**src/rtl/rob_config.svh**
```systemverilog
/* sizing macros for the reorder buffer: entry count, register file sizes, address width */

`ifndef ROB_CONFIG_SVH
`define ROB_CONFIG_SVH

// number of slots in the reorder buffer, kept a power of two so the pointers wrap cleanly
`define ROB_SIZE 8

// physical register file size, sets the width of a renamed destination tag
`define PRF_SIZE 64

// architectural register file size, sets the width of a logical destination number
`define ARF_SIZE 32

// width of a program counter or a branch target address
`define PC_WIDTH 64

`endif

```
**src/rtl/rob_pkg.sv**
```systemverilog
/* shared vector types for the reorder buffer and its testbench */

package rob_pkg;

	`include "rob_config.svh"

	// instruction address or resolved branch target
	typedef logic [`PC_WIDTH-1:0] pc_t;

	// logical destination register as named by the instruction
	typedef logic [$clog2(`ARF_SIZE)-1:0] arn_t;

	// physical register the renamer assigned to the destination
	typedef logic [$clog2(`PRF_SIZE)-1:0] prn_t;

	// slot number inside the buffer, also used for the head and tail pointers
	typedef logic [$clog2(`ROB_SIZE)-1:0] rob_index_t;

	// occupancy, one bit wider than the index so that a full buffer can be told from an empty one
	typedef logic [$clog2(`ROB_SIZE+1)-1:0] rob_count_t;

endpackage

```
**src/rtl/rob_entry_if.sv**
```systemverilog
/* connection between the buffer controller and one slot: strobes and dispatch fields in,
   stored state out */
`timescale 1ns/100ps

interface rob_entry_if;
	import rob_pkg::*;

	logic       load;                // write the dispatch fields into this slot
	pc_t        dispatch_pc;         // address of the instruction being dispatched
	arn_t       dispatch_arn;        // its logical destination
	prn_t       dispatch_prn;        // its physical destination
	logic       dispatch_is_branch;  // the instruction is a branch
	logic       dispatch_predict;    // direction the front end predicted
	logic       dispatch_halt;       // the instruction stops the machine at commit
	logic       dispatch_illegal;    // the instruction failed to decode
	logic       complete;            // execution of this slot finished this cycle
	logic       complete_mispredict; // the branch outcome disagreed with the prediction
	pc_t        complete_target;     // where a mispredicted branch really goes
	logic       retire;              // the slot is at the head and commits this cycle
	logic       flush;               // a mispredict commits, every slot drops its contents

	logic       inuse;               // slot holds a live instruction
	logic       executed;            // completion has been seen
	pc_t        pc;
	arn_t       arn_dest;
	prn_t       prn_dest;
	logic       is_branch;
	logic       predict;
	logic       mispredict;
	pc_t        target_pc;
	logic       halt;
	logic       illegal;

	modport entry
	(
		input  load, dispatch_pc, dispatch_arn, dispatch_prn, dispatch_is_branch,
		input  dispatch_predict, dispatch_halt, dispatch_illegal,
		input  complete, complete_mispredict, complete_target, retire, flush,
		output inuse, executed, pc, arn_dest, prn_dest, is_branch, predict,
		output mispredict, target_pc, halt, illegal
	);

	modport ctrl
	(
		output load, dispatch_pc, dispatch_arn, dispatch_prn, dispatch_is_branch,
		output dispatch_predict, dispatch_halt, dispatch_illegal,
		output complete, complete_mispredict, complete_target, retire, flush,
		input  inuse, executed, pc, arn_dest, prn_dest, is_branch, predict,
		input  mispredict, target_pc, halt, illegal
	);

endinterface

```
**src/rtl/rob_entry.sv**
```systemverilog
/* one reorder buffer slot: holds a dispatched instruction's fields and tracks its
   completion and branch outcome until it retires or is flushed */
`timescale 1ns/100ps

module rob_entry
(
	input  logic       clock,
	input  logic       reset,
	rob_entry_if.entry slot
);
	import rob_pkg::*;

	// status bits, these decide whether the slot is live and may commit
	logic inuse;
	logic executed;
	logic mispredict;

	// instruction payload, only meaningful while inuse is set
	pc_t  pc;
	arn_t arn_dest;
	prn_t prn_dest;
	logic is_branch;
	logic predict;
	pc_t  target_pc;
	logic halt;
	logic illegal;

	logic next_inuse;
	logic next_executed;
	logic next_mispredict;
	pc_t  next_pc;
	arn_t next_arn_dest;
	prn_t next_prn_dest;
	logic next_is_branch;
	logic next_predict;
	pc_t  next_target_pc;
	logic next_halt;
	logic next_illegal;

	always_comb
	begin
		next_inuse      = inuse;                 // hold by default
		next_executed   = executed;
		next_mispredict = mispredict;
		next_pc         = pc;
		next_arn_dest   = arn_dest;
		next_prn_dest   = prn_dest;
		next_is_branch  = is_branch;
		next_predict    = predict;
		next_target_pc  = target_pc;
		next_halt       = halt;
		next_illegal    = illegal;
		if (slot.load)
		begin
			next_inuse      = 1'b1;                    // slot is claimed by the new instruction
			next_executed   = 1'b0;                    // execution status starts over
			next_mispredict = 1'b0;
			next_target_pc  = '0;
			next_pc         = slot.dispatch_pc;
			next_arn_dest   = slot.dispatch_arn;
			next_prn_dest   = slot.dispatch_prn;
			next_is_branch  = slot.dispatch_is_branch;
			next_predict    = slot.dispatch_predict;
			next_halt       = slot.dispatch_halt;
			next_illegal    = slot.dispatch_illegal;
		end
		else if (inuse && slot.complete)
		begin
			next_executed   = 1'b1;                    // a stray completion to a free slot is ignored
			next_mispredict = slot.complete_mispredict;
			next_target_pc  = slot.complete_target;
		end
		else if (slot.retire || slot.flush)
		begin
			next_inuse      = 1'b0;                    // slot becomes free at the next edge
			next_executed   = 1'b0;
			next_mispredict = 1'b0;
			next_pc         = '0;
			next_arn_dest   = '0;
			next_prn_dest   = '0;
			next_is_branch  = 1'b0;
			next_predict    = 1'b0;
			next_target_pc  = '0;
			next_halt       = 1'b0;
			next_illegal    = 1'b0;
		end
	end

	always_ff @(posedge clock)
	begin
		if (reset)
		begin
			inuse      <= 1'b0;
			executed   <= 1'b0;
			mispredict <= 1'b0;
		end
		else
		begin
			inuse      <= next_inuse;
			executed   <= next_executed;
			mispredict <= next_mispredict;
		end
	end

	always_ff @(posedge clock)
	begin
		pc        <= next_pc;
		arn_dest  <= next_arn_dest;
		prn_dest  <= next_prn_dest;
		is_branch <= next_is_branch;
		predict   <= next_predict;
		target_pc <= next_target_pc;
		halt      <= next_halt;
		illegal   <= next_illegal;
	end

	assign slot.inuse      = inuse;
	assign slot.executed   = executed;
	assign slot.mispredict = mispredict;
	assign slot.pc         = pc;
	assign slot.arn_dest   = arn_dest;
	assign slot.prn_dest   = prn_dest;
	assign slot.is_branch  = is_branch;
	assign slot.predict    = predict;
	assign slot.target_pc  = target_pc;
	assign slot.halt       = halt;
	assign slot.illegal    = illegal;

endmodule

```
**src/rtl/reorder_buffer.sv**
```systemverilog
/* reorder buffer controller: head, tail and count pointers, the slot array,
   per-slot strobe decode, head commit mux and mispredict flush */
`timescale 1ns/100ps
`include "rob_config.svh"

module reorder_buffer
(
	input  logic               clock,
	input  logic               reset,
	input  logic               dispatch_valid,
	input  rob_pkg::pc_t       dispatch_pc,
	input  rob_pkg::arn_t      dispatch_arn,
	input  rob_pkg::prn_t      dispatch_prn,
	input  logic               dispatch_is_branch,
	input  logic               dispatch_predict,
	input  logic               dispatch_halt,
	input  logic               dispatch_illegal,
	output logic               full,
	output logic               empty,
	output rob_pkg::rob_index_t dispatch_index,
	input  logic               complete_valid,
	input  rob_pkg::rob_index_t complete_index,
	input  logic               complete_mispredict,
	input  rob_pkg::pc_t       complete_target,
	input  logic               commit_stall,
	output logic               commit_valid,
	output rob_pkg::pc_t       commit_pc,
	output rob_pkg::arn_t      commit_arn,
	output rob_pkg::prn_t      commit_prn,
	output logic               commit_halt,
	output logic               commit_illegal,
	output logic               flush,
	output rob_pkg::pc_t       flush_target
);
	import rob_pkg::*;

	rob_index_t head;    // oldest live instruction
	rob_index_t tail;    // next free slot
	rob_count_t count;   // live instructions

	logic accept;        // dispatch is taken this cycle
	logic do_commit;     // head retires this cycle

	// slot state gathered into arrays so the head can be picked with a variable index
	logic entry_inuse      [`ROB_SIZE];
	logic entry_executed   [`ROB_SIZE];
	logic entry_is_branch  [`ROB_SIZE];
	logic entry_mispredict [`ROB_SIZE];
	logic entry_halt       [`ROB_SIZE];
	logic entry_illegal    [`ROB_SIZE];
	pc_t  entry_pc         [`ROB_SIZE];
	pc_t  entry_target     [`ROB_SIZE];
	arn_t entry_arn        [`ROB_SIZE];
	prn_t entry_prn        [`ROB_SIZE];

	rob_entry_if slots [`ROB_SIZE] ();

	// pointer increment with an explicit wrap at the last slot
	function automatic rob_index_t next_index(input rob_index_t index);
		if (index == rob_index_t'(`ROB_SIZE - 1))
			return '0;
		return rob_index_t'(index + 1'b1);
	endfunction

	assign full           = (count == rob_count_t'(`ROB_SIZE));
	assign empty          = (count == '0);
	assign dispatch_index = tail;                        // the renamer tags the instruction with this

	assign commit_valid = entry_inuse[head] && entry_executed[head]; // only a finished head commits
	assign do_commit    = commit_valid && !commit_stall;
	assign flush        = do_commit && entry_is_branch[head] && entry_mispredict[head];
	assign accept       = dispatch_valid && !full && !flush; // a dispatch beside a flush is dropped

	// commit fields read as zero unless a commit is offered
	assign commit_pc      = commit_valid ? entry_pc[head] : '0;
	assign commit_arn     = commit_valid ? entry_arn[head] : '0;
	assign commit_prn     = commit_valid ? entry_prn[head] : '0;
	assign commit_halt    = commit_valid && entry_halt[head];
	assign commit_illegal = commit_valid && entry_illegal[head];
	assign flush_target   = flush ? entry_target[head] : '0;

	for (genvar i = 0; i < `ROB_SIZE; i++)
	begin : g_slot
		assign slots[i].load               = accept && (tail == rob_index_t'(i));
		assign slots[i].dispatch_pc        = dispatch_pc;       // fields go to every slot, load picks one
		assign slots[i].dispatch_arn       = dispatch_arn;
		assign slots[i].dispatch_prn       = dispatch_prn;
		assign slots[i].dispatch_is_branch = dispatch_is_branch;
		assign slots[i].dispatch_predict   = dispatch_predict;
		assign slots[i].dispatch_halt      = dispatch_halt;
		assign slots[i].dispatch_illegal   = dispatch_illegal;
		assign slots[i].retire             = do_commit && (head == rob_index_t'(i));
		// a completion never competes with the clearing of its own slot
		assign slots[i].complete            = complete_valid && (complete_index == rob_index_t'(i))
			&& !flush && !slots[i].retire;
		assign slots[i].complete_mispredict = complete_mispredict;
		assign slots[i].complete_target     = complete_target;
		assign slots[i].flush               = flush;

		rob_entry i_rob_entry
		(
			.clock (clock),
			.reset (reset),
			.slot  (slots[i])
		);

		assign entry_inuse[i]      = slots[i].inuse;
		assign entry_executed[i]   = slots[i].executed;
		assign entry_is_branch[i]  = slots[i].is_branch;
		assign entry_mispredict[i] = slots[i].mispredict;
		assign entry_halt[i]       = slots[i].halt;
		assign entry_illegal[i]    = slots[i].illegal;
		assign entry_pc[i]         = slots[i].pc;
		assign entry_target[i]     = slots[i].target_pc;
		assign entry_arn[i]        = slots[i].arn_dest;
		assign entry_prn[i]        = slots[i].prn_dest;
	end

	always_ff @(posedge clock)
	begin
		if (reset || flush)
		begin
			head  <= '0;                                 // a flush restarts allocation at slot 0
			tail  <= '0;
			count <= '0;
		end
		else
		begin
			if (accept)
				tail <= next_index(tail);
			if (do_commit)
				head <= next_index(head);
			case ({accept, do_commit})
				2'b10:   count <= rob_count_t'(count + 1'b1);
				2'b01:   count <= rob_count_t'(count - 1'b1);
				default: count <= count;                 // both or neither leave occupancy alone
			endcase
		end
	end

endmodule

```
**src/rtl/rob_top.sv**
```systemverilog
/* top level of the reorder buffer with plain dispatch, completion, commit and status ports */
`timescale 1ns/100ps

module rob_top
(
	input  logic               clock,
	input  logic               reset,
	input  logic               dispatch_valid,
	input  rob_pkg::pc_t       dispatch_pc,
	input  rob_pkg::arn_t      dispatch_arn,
	input  rob_pkg::prn_t      dispatch_prn,
	input  logic               dispatch_is_branch,
	input  logic               dispatch_predict,
	input  logic               dispatch_halt,
	input  logic               dispatch_illegal,
	output logic               full,
	output logic               empty,
	output rob_pkg::rob_index_t dispatch_index,
	input  logic               complete_valid,
	input  rob_pkg::rob_index_t complete_index,
	input  logic               complete_mispredict,
	input  rob_pkg::pc_t       complete_target,
	input  logic               commit_stall,
	output logic               commit_valid,
	output rob_pkg::pc_t       commit_pc,
	output rob_pkg::arn_t      commit_arn,
	output rob_pkg::prn_t      commit_prn,
	output logic               commit_halt,
	output logic               commit_illegal,
	output logic               flush,
	output rob_pkg::pc_t       flush_target
);

	reorder_buffer i_reorder_buffer
	(
		.clock               (clock),
		.reset               (reset),
		.dispatch_valid      (dispatch_valid),     // one instruction per cycle from rename
		.dispatch_pc         (dispatch_pc),
		.dispatch_arn        (dispatch_arn),
		.dispatch_prn        (dispatch_prn),
		.dispatch_is_branch  (dispatch_is_branch),
		.dispatch_predict    (dispatch_predict),
		.dispatch_halt       (dispatch_halt),
		.dispatch_illegal    (dispatch_illegal),
		.full                (full),               // stalls dispatch
		.empty               (empty),
		.dispatch_index      (dispatch_index),
		.complete_valid      (complete_valid),     // results arrive in any order
		.complete_index      (complete_index),
		.complete_mispredict (complete_mispredict),
		.complete_target     (complete_target),
		.commit_stall        (commit_stall),       // retirement back-pressure
		.commit_valid        (commit_valid),
		.commit_pc           (commit_pc),
		.commit_arn          (commit_arn),
		.commit_prn          (commit_prn),
		.commit_halt         (commit_halt),
		.commit_illegal      (commit_illegal),
		.flush               (flush),              // redirects fetch to flush_target
		.flush_target        (flush_target)
	);

endmodule

```
**config.mk**
```make
export PLATFORM = sky130hd
export DESIGN_NAME = rob_top
export DESIGN_NICKNAME = d
export VERILOG_FILES = /design/src/rtl/rob_pkg.sv /design/src/rtl/rob_entry_if.sv /design/src/rtl/rob_entry.sv /design/src/rtl/reorder_buffer.sv /design/src/rtl/rob_top.sv
export VERILOG_INCLUDE_DIRS = /design/src /design/src/rtl
export SDC_FILE = /design/constraint.sdc
export NUM_CORES = 2
export LEC_CHECK = 0
export BUFFER_PORTS_ARGS = -buffer_cell sky130_fd_sc_hd__buf_2
export CAP_MARGIN = 5
export CORE_ASPECT_RATIO = 2
export CORE_MARGIN = 2
export CORE_UTILIZATION = 55
export CTS_BUF_LIST = sky130_fd_sc_hd__clkbuf_8
export CTS_CLUSTER_SIZE = 28
export DETAILED_ROUTE_END_ITERATION = 8
export HOLD_SLACK_MARGIN = 0.05
export PLACE_DENSITY = 0.84
export SYNTH_ARGS = -nofsm -noshare
export SYNTH_HDL_FRONTEND = slang
export SYNTH_SLANG_ARGS = --single-unit
```
**constraint.sdc**
```tcl
create_clock -name clock -period 9.8 [get_ports clock]
set_input_delay 0.49 -clock clock [delete_from_list [all_inputs] [get_ports clock]]
set_output_delay 0.49 -clock clock [all_outputs]
set_load 0.1 [all_outputs]
```
# After elaboration in Yosys (flattened, before gate mapping)
# Cells that the tools add are included.
dict set report totals {
  regBits 1170
  input_bits 152
  word_cells 423
}
dict set report op_classes {
  n_bitwise 1
  n_eq_ne 32
  reduce_logical 113
  mux 189
  add_sub_neg 4
  order_cmp 1
}
# operator n
set ops {}
lappend ops {{two-way mux 64 bit} 38}
lappend ops {{binary-select mux 64 bit (select 3 bit)} 2}
lappend ops {{two-way mux 6 bit} 27}
lappend ops {{two-way mux 5 bit} 27}
lappend ops {{two-way mux 1 bit} 82}
lappend ops {{logical AND 1 bit} 56}
lappend ops {{equality test 3 bit (second input constant)} 12}
lappend ops {{nonzero test 2 bit} 17}
lappend ops {{binary-select mux 1 bit (select 3 bit)} 6}
lappend ops {{binary-select mux 6 bit (select 3 bit)} 1}
lappend ops {{equality test 3 x 2 -> 1 bit (second input constant)} 6}
lappend ops {{!= test 2 bit (second input constant)} 8}
lappend ops {{AND reduction 2 bit} 8}
lappend ops {{OR reduction 2 bit} 8}
lappend ops {{binary-select mux 5 bit (select 3 bit)} 1}
lappend ops {{two-way mux 3 bit} 4}
lappend ops {{zero test 1 bit} 11}
lappend ops {{equality test 3 x 1 -> 1 bit (second input constant)} 3}
lappend ops {{zero test 3 bit} 3}
lappend ops {{logical OR 1 bit} 9}
lappend ops {{one-hot mux 4 bit (2 select lines)} 1}
lappend ops {{adder 3 x 1 -> 3 bit (second input constant)} 2}
lappend ops {{adder 4 x 1 -> 4 bit (second input constant)} 1}
lappend ops {{equality test 4 bit (second input constant)} 1}
lappend ops {{other kinds (6)} 6}

# Depth between registers and ports, before layout
dict set report depth {
  depth_word 14
  mapped_depth 16
  mapped_depth_nobuf 14
}

# Modules after synthesis
# Synthesis repeated with hierarchy kept, for this count alone.
dict set report unflattened {
  cells_unflattened 3570
  area_unflattened_um2 50467.2
}
# mod n_inst cells_per_inst area_per_inst_um2
set modules_own_cells {}
lappend modules_own_cells {rob_entry 8 325 5088.6}
lappend modules_own_cells {reorder_buffer 1 970 9758.1}

# Worst setup path after synthesis
# OpenSTA, ideal clock, no wires.
dict set report synth_timing {
  path_type {flip-flop to flip-flop}
  startpoint {register i_reorder_buffer.head[1]}
  endpoint {register i_reorder_buffer.g_slot[4].i_rob_entry.arn_dest[0] (enable)}
  synth_period_minus_slack_ns 7.833
  arrival_time_ns 7.211
  path_slack_ns 1.967
  stages_incl_launch_ff 8
  required_ns 9.178
  path_buffers 3
  setup_time_ns 0.622
  cell_sequence {dfxtp_1 -> inv_2 -> mux4_2 -> o22a_1 -> buf_6 -> clkbuf_1 -> clkbuf_1 -> o21ai_0}
}
dict set report synth_between {
  elab_chain_cells 14
}
# item line_no
set synth_lines {}
lappend synth_lines {{start: declaration} reorder_buffer.sv:37} ;# rob_index_t head;
lappend synth_lines {{start signal: assignment} reorder_buffer.sv:132} ;# head <= next_index(head);
lappend synth_lines {{NOT 3 -> 4 bit (not written as such)} {reorder_buffer.sv:69, reorder_buffer.sv:71}}
lappend synth_lines {{binary-select mux 1 bit (select 3 bit)} reorder_buffer.sv:69} ;# assign commit_valid = entry_inuse[head] && entry_executed[head];
lappend synth_lines {{two-way mux 1 bit (not written as such) (2 in series)} reorder_buffer.sv:69}
lappend synth_lines {{logical AND 1 bit} reorder_buffer.sv:69}
lappend synth_lines {{logical AND 1 bit} reorder_buffer.sv:70} ;# assign do_commit = commit_valid && !commit_stall;
lappend synth_lines {{logical AND 1 bit (2 in series)} reorder_buffer.sv:71} ;# assign flush = do_commit && entry_is_branch[head] && entry_mispredict[head];
lappend synth_lines {{zero test 1 bit} {reorder_buffer.sv:72, reorder_buffer.sv:95}}
lappend synth_lines {{logical AND 1 bit (2 in series)} reorder_buffer.sv:95} ;# && !flush && !slots[i].retire;
lappend synth_lines {{logical AND 1 bit} rob_entry.sv:67} ;# else if (inuse && slot.complete)
lappend synth_lines {{!= test 2 bit (no line)} -}
lappend synth_lines {{AND reduction 2 bit (no line) *} -}
lappend synth_lines {{end signal: assignment} rob_entry.sv:108} ;# arn_dest <= next_arn_dest;
lappend synth_lines {{end: declaration} rob_entry.sv:20} ;# arn_t arn_dest;
# Mark *: on every way between the ends. The rest lies on a longest branch, timed or not. The select of a mux whose other input is x is not followed.
# A chain may end at the register's enable or synchronous reset.

# Worst setup path in the final report
dict set report layout_timing {
  startpoint {register i_reorder_buffer.head[1]}
  endpoint {output flush_target[42]}
}
dict set report layout_between {
  elab_chain_cells 9
}
# item line_no
set layout_lines {}
lappend layout_lines {{NOT 3 -> 4 bit (not written as such) *} {reorder_buffer.sv:69, reorder_buffer.sv:71, reorder_buffer.sv:80}}
lappend layout_lines {{binary-select mux 1 bit (select 3 bit)} reorder_buffer.sv:69}
lappend layout_lines {{two-way mux 1 bit (not written as such) (2 in series)} reorder_buffer.sv:69}
lappend layout_lines {{logical AND 1 bit} reorder_buffer.sv:69}
lappend layout_lines {{logical AND 1 bit} reorder_buffer.sv:70}
lappend layout_lines {{logical AND 1 bit (2 in series)} reorder_buffer.sv:71}
lappend layout_lines {{two-way mux 64 bit *} reorder_buffer.sv:80} ;# assign flush_target = flush ? entry_target[head] : '0;
lappend layout_lines {{end: declaration} rob_top.sv:31} ;# output rob_pkg::pc_t flush_target
# Marks and branches as above.

==> flow_summary.ini <==
[yosys]
synth_area_leader_cell = edfxtp_1
synth_seq_area_share = 0.5600
synth_cell_type_count = 51
synth-edff-count = 624
synth.avg_cell_area_um2 = 12.38
synth_common_cells = and2_1 (626), edfxtp_1 (624), nand2_1 (556)
synth_ff_type = edfxtp_1
synth_fp_nets = 4448
synthTopCellsByArea = edfxtp_1 (35%), dfxtp_1 (21%), mux4_2 (12%)
synth_top_area_share = 0.3537
ys_ff_latch = 1170
synthCells = 4281
synth.most_common_cell = and2_1
syn-cell-area_mm2 = 0.05298
yosysWarnings = 0
async_reset_ff_frac = 0

[status]
status = completed

[place]
dpl.hpwl_um = 74760
dpl_cell_area_mm2 = 0.05492
place.gp.congestion = 0.8021
place_ws_ns = 3.985
dp_cells = 5440
io_buffers = 298

[die]
die-area_mm2 = 0.09898
fp-row-count = 161
core_mm2 = 0.09589
die_h_um = 442.9
initial_core_util = 0.5525
fp.dieW_um = 223.5
io_pins = 300

[detailed_routing]
routedWlPerCell_um = 25.16
drt_iter0_drc = 3384
drc_errors = 0
wl_um = 147800
dr.pass1.iters = 5
via_per_inst = 6.235
drtAntennaViolNets = 0
num_vias = 36622

[grt]
grt_overflow = 0
grt.total_usage = 0.2996
antenna_found_initial = 27
grt_pass1_wl_um = 225200
grt_pass1_vias = 39232
grt_start_max_net_pins = 150

[run]
drv_cap = 0

[pwr]
peakVddDrop_v = 0.0001492
powerDensity_mw_per_mm2 = 159.8
p_sw_mw = 2.246
leakagePower_nw = 24.29
p_int_mw = 7.248
comb_power_share = 0.055
swShare = 0.2365
p_seq_frac = 0.561
p_clk_frac = 0.384

[timing]
fin_ws_ns = 3.131
hold_viol = 0
setup_viol = 0
timing.setup.tns_ns = 0
drv_slew = 0
period_share = 0.6805
max_freq_mhz = 150.0
slew-limit-headroom = 0.2278
min_period_ns = 6.669
tightest_slew_ns = 1.158
fin_skew_ns = 0.03909
rsz0062_at_grt = no

[cts]
tritoncts = yes
clk_pin_slew_worst_paths_ns = 0.07
cts_made_buffers = 160
cts.sinks = 1170
post_cts_resized = 0
root_buffer = clkbuf_8
post_cts_buffers = 0
clk_path_buf_depth = 3
clk_latency_ns = 0.87
htree_levels = 4
holdBufCountCts = 143

[critical_path]
criticalPathCategory = reg -> out
cp-start-kind = flop
required_ns = 9.31
arrival_ns = 6.18
worst-path-max-fanout = 66
endpoint_kind = output port
rr_worst_depth = 8

[finish]
final_area_mm2 = 0.05941
drive_gt1_frac = 0.2201
instances_no_fill = 5874
final_nets = 4690
syn_to_final_growth_pct = 12.14

[hold_path]
whs_path_depth = 2
min_path_type = in -> reg
power by group through the flow:
| stage | clock (mW) | sequential (mW) | combinational (mW) |
|---|---|---|---|
| after global routing | 3.87 | 5.34 | 0.563 |
| after detailed placement | 0 | 5.43 | 0.464 |
| final | 3.64 | 5.33 | 0.524 |
| after global placement | 0 | 5.42 | 0.444 |
| after CTS | 3.67 | 5.33 | 0.517 |
| after floorplan | 0 | 5.43 | 0.316 |
critical path, stage by stage, from the launching register on:
cell and delay [ns]:
dfxtp_4 0.78, buf_4 0.95, nand4b_1 0.25, a41oi_1 0.47, or2_1 0.60, nand2_2 0.66, buf_4 0.57, a21oi_1 0.47
buf_2 0.52
flip-flops by register name, indices dropped and copies added (netlist names), 4 cells and up:
register	count
i_reorder_buffer.g_slot.i_rob_entry.slot.inuse	8
i_reorder_buffer.count	4
i_reorder_buffer.g_slot.i_rob_entry.slot.mispredict	8
i_reorder_buffer.g_slot.i_rob_entry.slot.halt	8
i_reorder_buffer.g_slot.i_rob_entry.slot.illegal	8
i_reorder_buffer.g_slot.i_rob_entry.slot.is_branch	8
i_reorder_buffer.g_slot.i_rob_entry.slot.prn_dest	48
i_reorder_buffer.g_slot.i_rob_entry.slot.executed	8
i_reorder_buffer.g_slot.i_rob_entry.slot.pc	512
i_reorder_buffer.g_slot.i_rob_entry.slot.target_pc	512
i_reorder_buffer.g_slot.i_rob_entry.slot.arn_dest	40
cells in the final DEF (no fill, tap or decap), drive strengths merged, types with 3 or more instances in the layout:
master / synthesis / routed
a2111oi: 7 / 7
inv: 17 / 78
a21oi: 284 / 284
nand2: 556 / 556
dfxtp: 546 / 546
nor4: 7 / 7
o2111a: 3 / 3
mux2i: 393 / 393
edfxtp: 624 / 624
nand3: 8 / 8
nor3: 404 / 404
buf: 205 / 360
clkinv: 0 / 32
and2: 626 / 626
nand4: 6 / 6
bufinv: 0 / 3
a211oi: 6 / 6
o2111ai: 3 / 3
o22ai: 3 / 3
xor2: 4 / 4
diode: 0 / 13
clkbuf: 218 / 178
o21ai: 10 / 10
ha: 15 / 15
mux4: 284 / 284
dlygate4sd3: 0 / 143
nand2b: 9 / 9
nand4b: 5 / 5
o31ai: 3 / 3
nor2: 13 / 13
nor2b: 3 / 3
a211o: 3 / 3
clkinvlp: 0 / 4
final timing paths:
| path | slack [ns] | from | end |
|---|---|---|---|
| worst min register to register | 0.45 | flop | flop |
| worst min-delay path | 0.24 | reset | flop |
| worst max register to register | 4.44 | i_reorder_buffer.head[1] | flop |
| worst max-delay path | 3.13 | i_reorder_buffer.head[1] | flush_target[42] |
stage by stage:
| stage | hold slack [ns] | utilization | total power, mW |
|---|---|---|---|
| final | 0.2445 | 0.6196 | 9.494 |
| after global routing | 0.1873 | 0.6196 | 9.766 |
| after CTS | 0.1309 | 0.6193 | 9.518 |
| after detailed placement | 0.4445 | 0.5727 | 5.898 |
| after global placement | 0.4383 | 0.5727 | 5.864 |
| after floorplan | 0.4332 | - | 5.744 |
routing by layer:
metal	routed length, um	vias up	global-route usage
met4	5353	26	0.1316
met3	15170	445	0.07123
li1	-	15823	-
met2	73340	2081	0.5060
met1	53760	18247	0.3656
met5	159	-	0
logic make-up after synthesis:
family,synth area share
buffers and inverters,0.03611
AOI/OAI and AO/OA,0.03481
muxes,0.1950
and+or+nand+nor,0.1698
DFF,0.5600
adders and majority gates,0.003542
xor gates and xnor gates,0.0008265
area by class of cell:
type	count	area, um^2
Sequential cell	1170	29680
Inverter	17	68.82
Tap cell	1222	1529
Clock inverter	100	583.1
Timing Repair Buffer	503	3426
Multi-Input combinational cell	2671	21650
Clock buffer	178	2450
Fill cell	7125	36470
Antenna cell	13	32.53
Power figures use the tool's default switching activity.
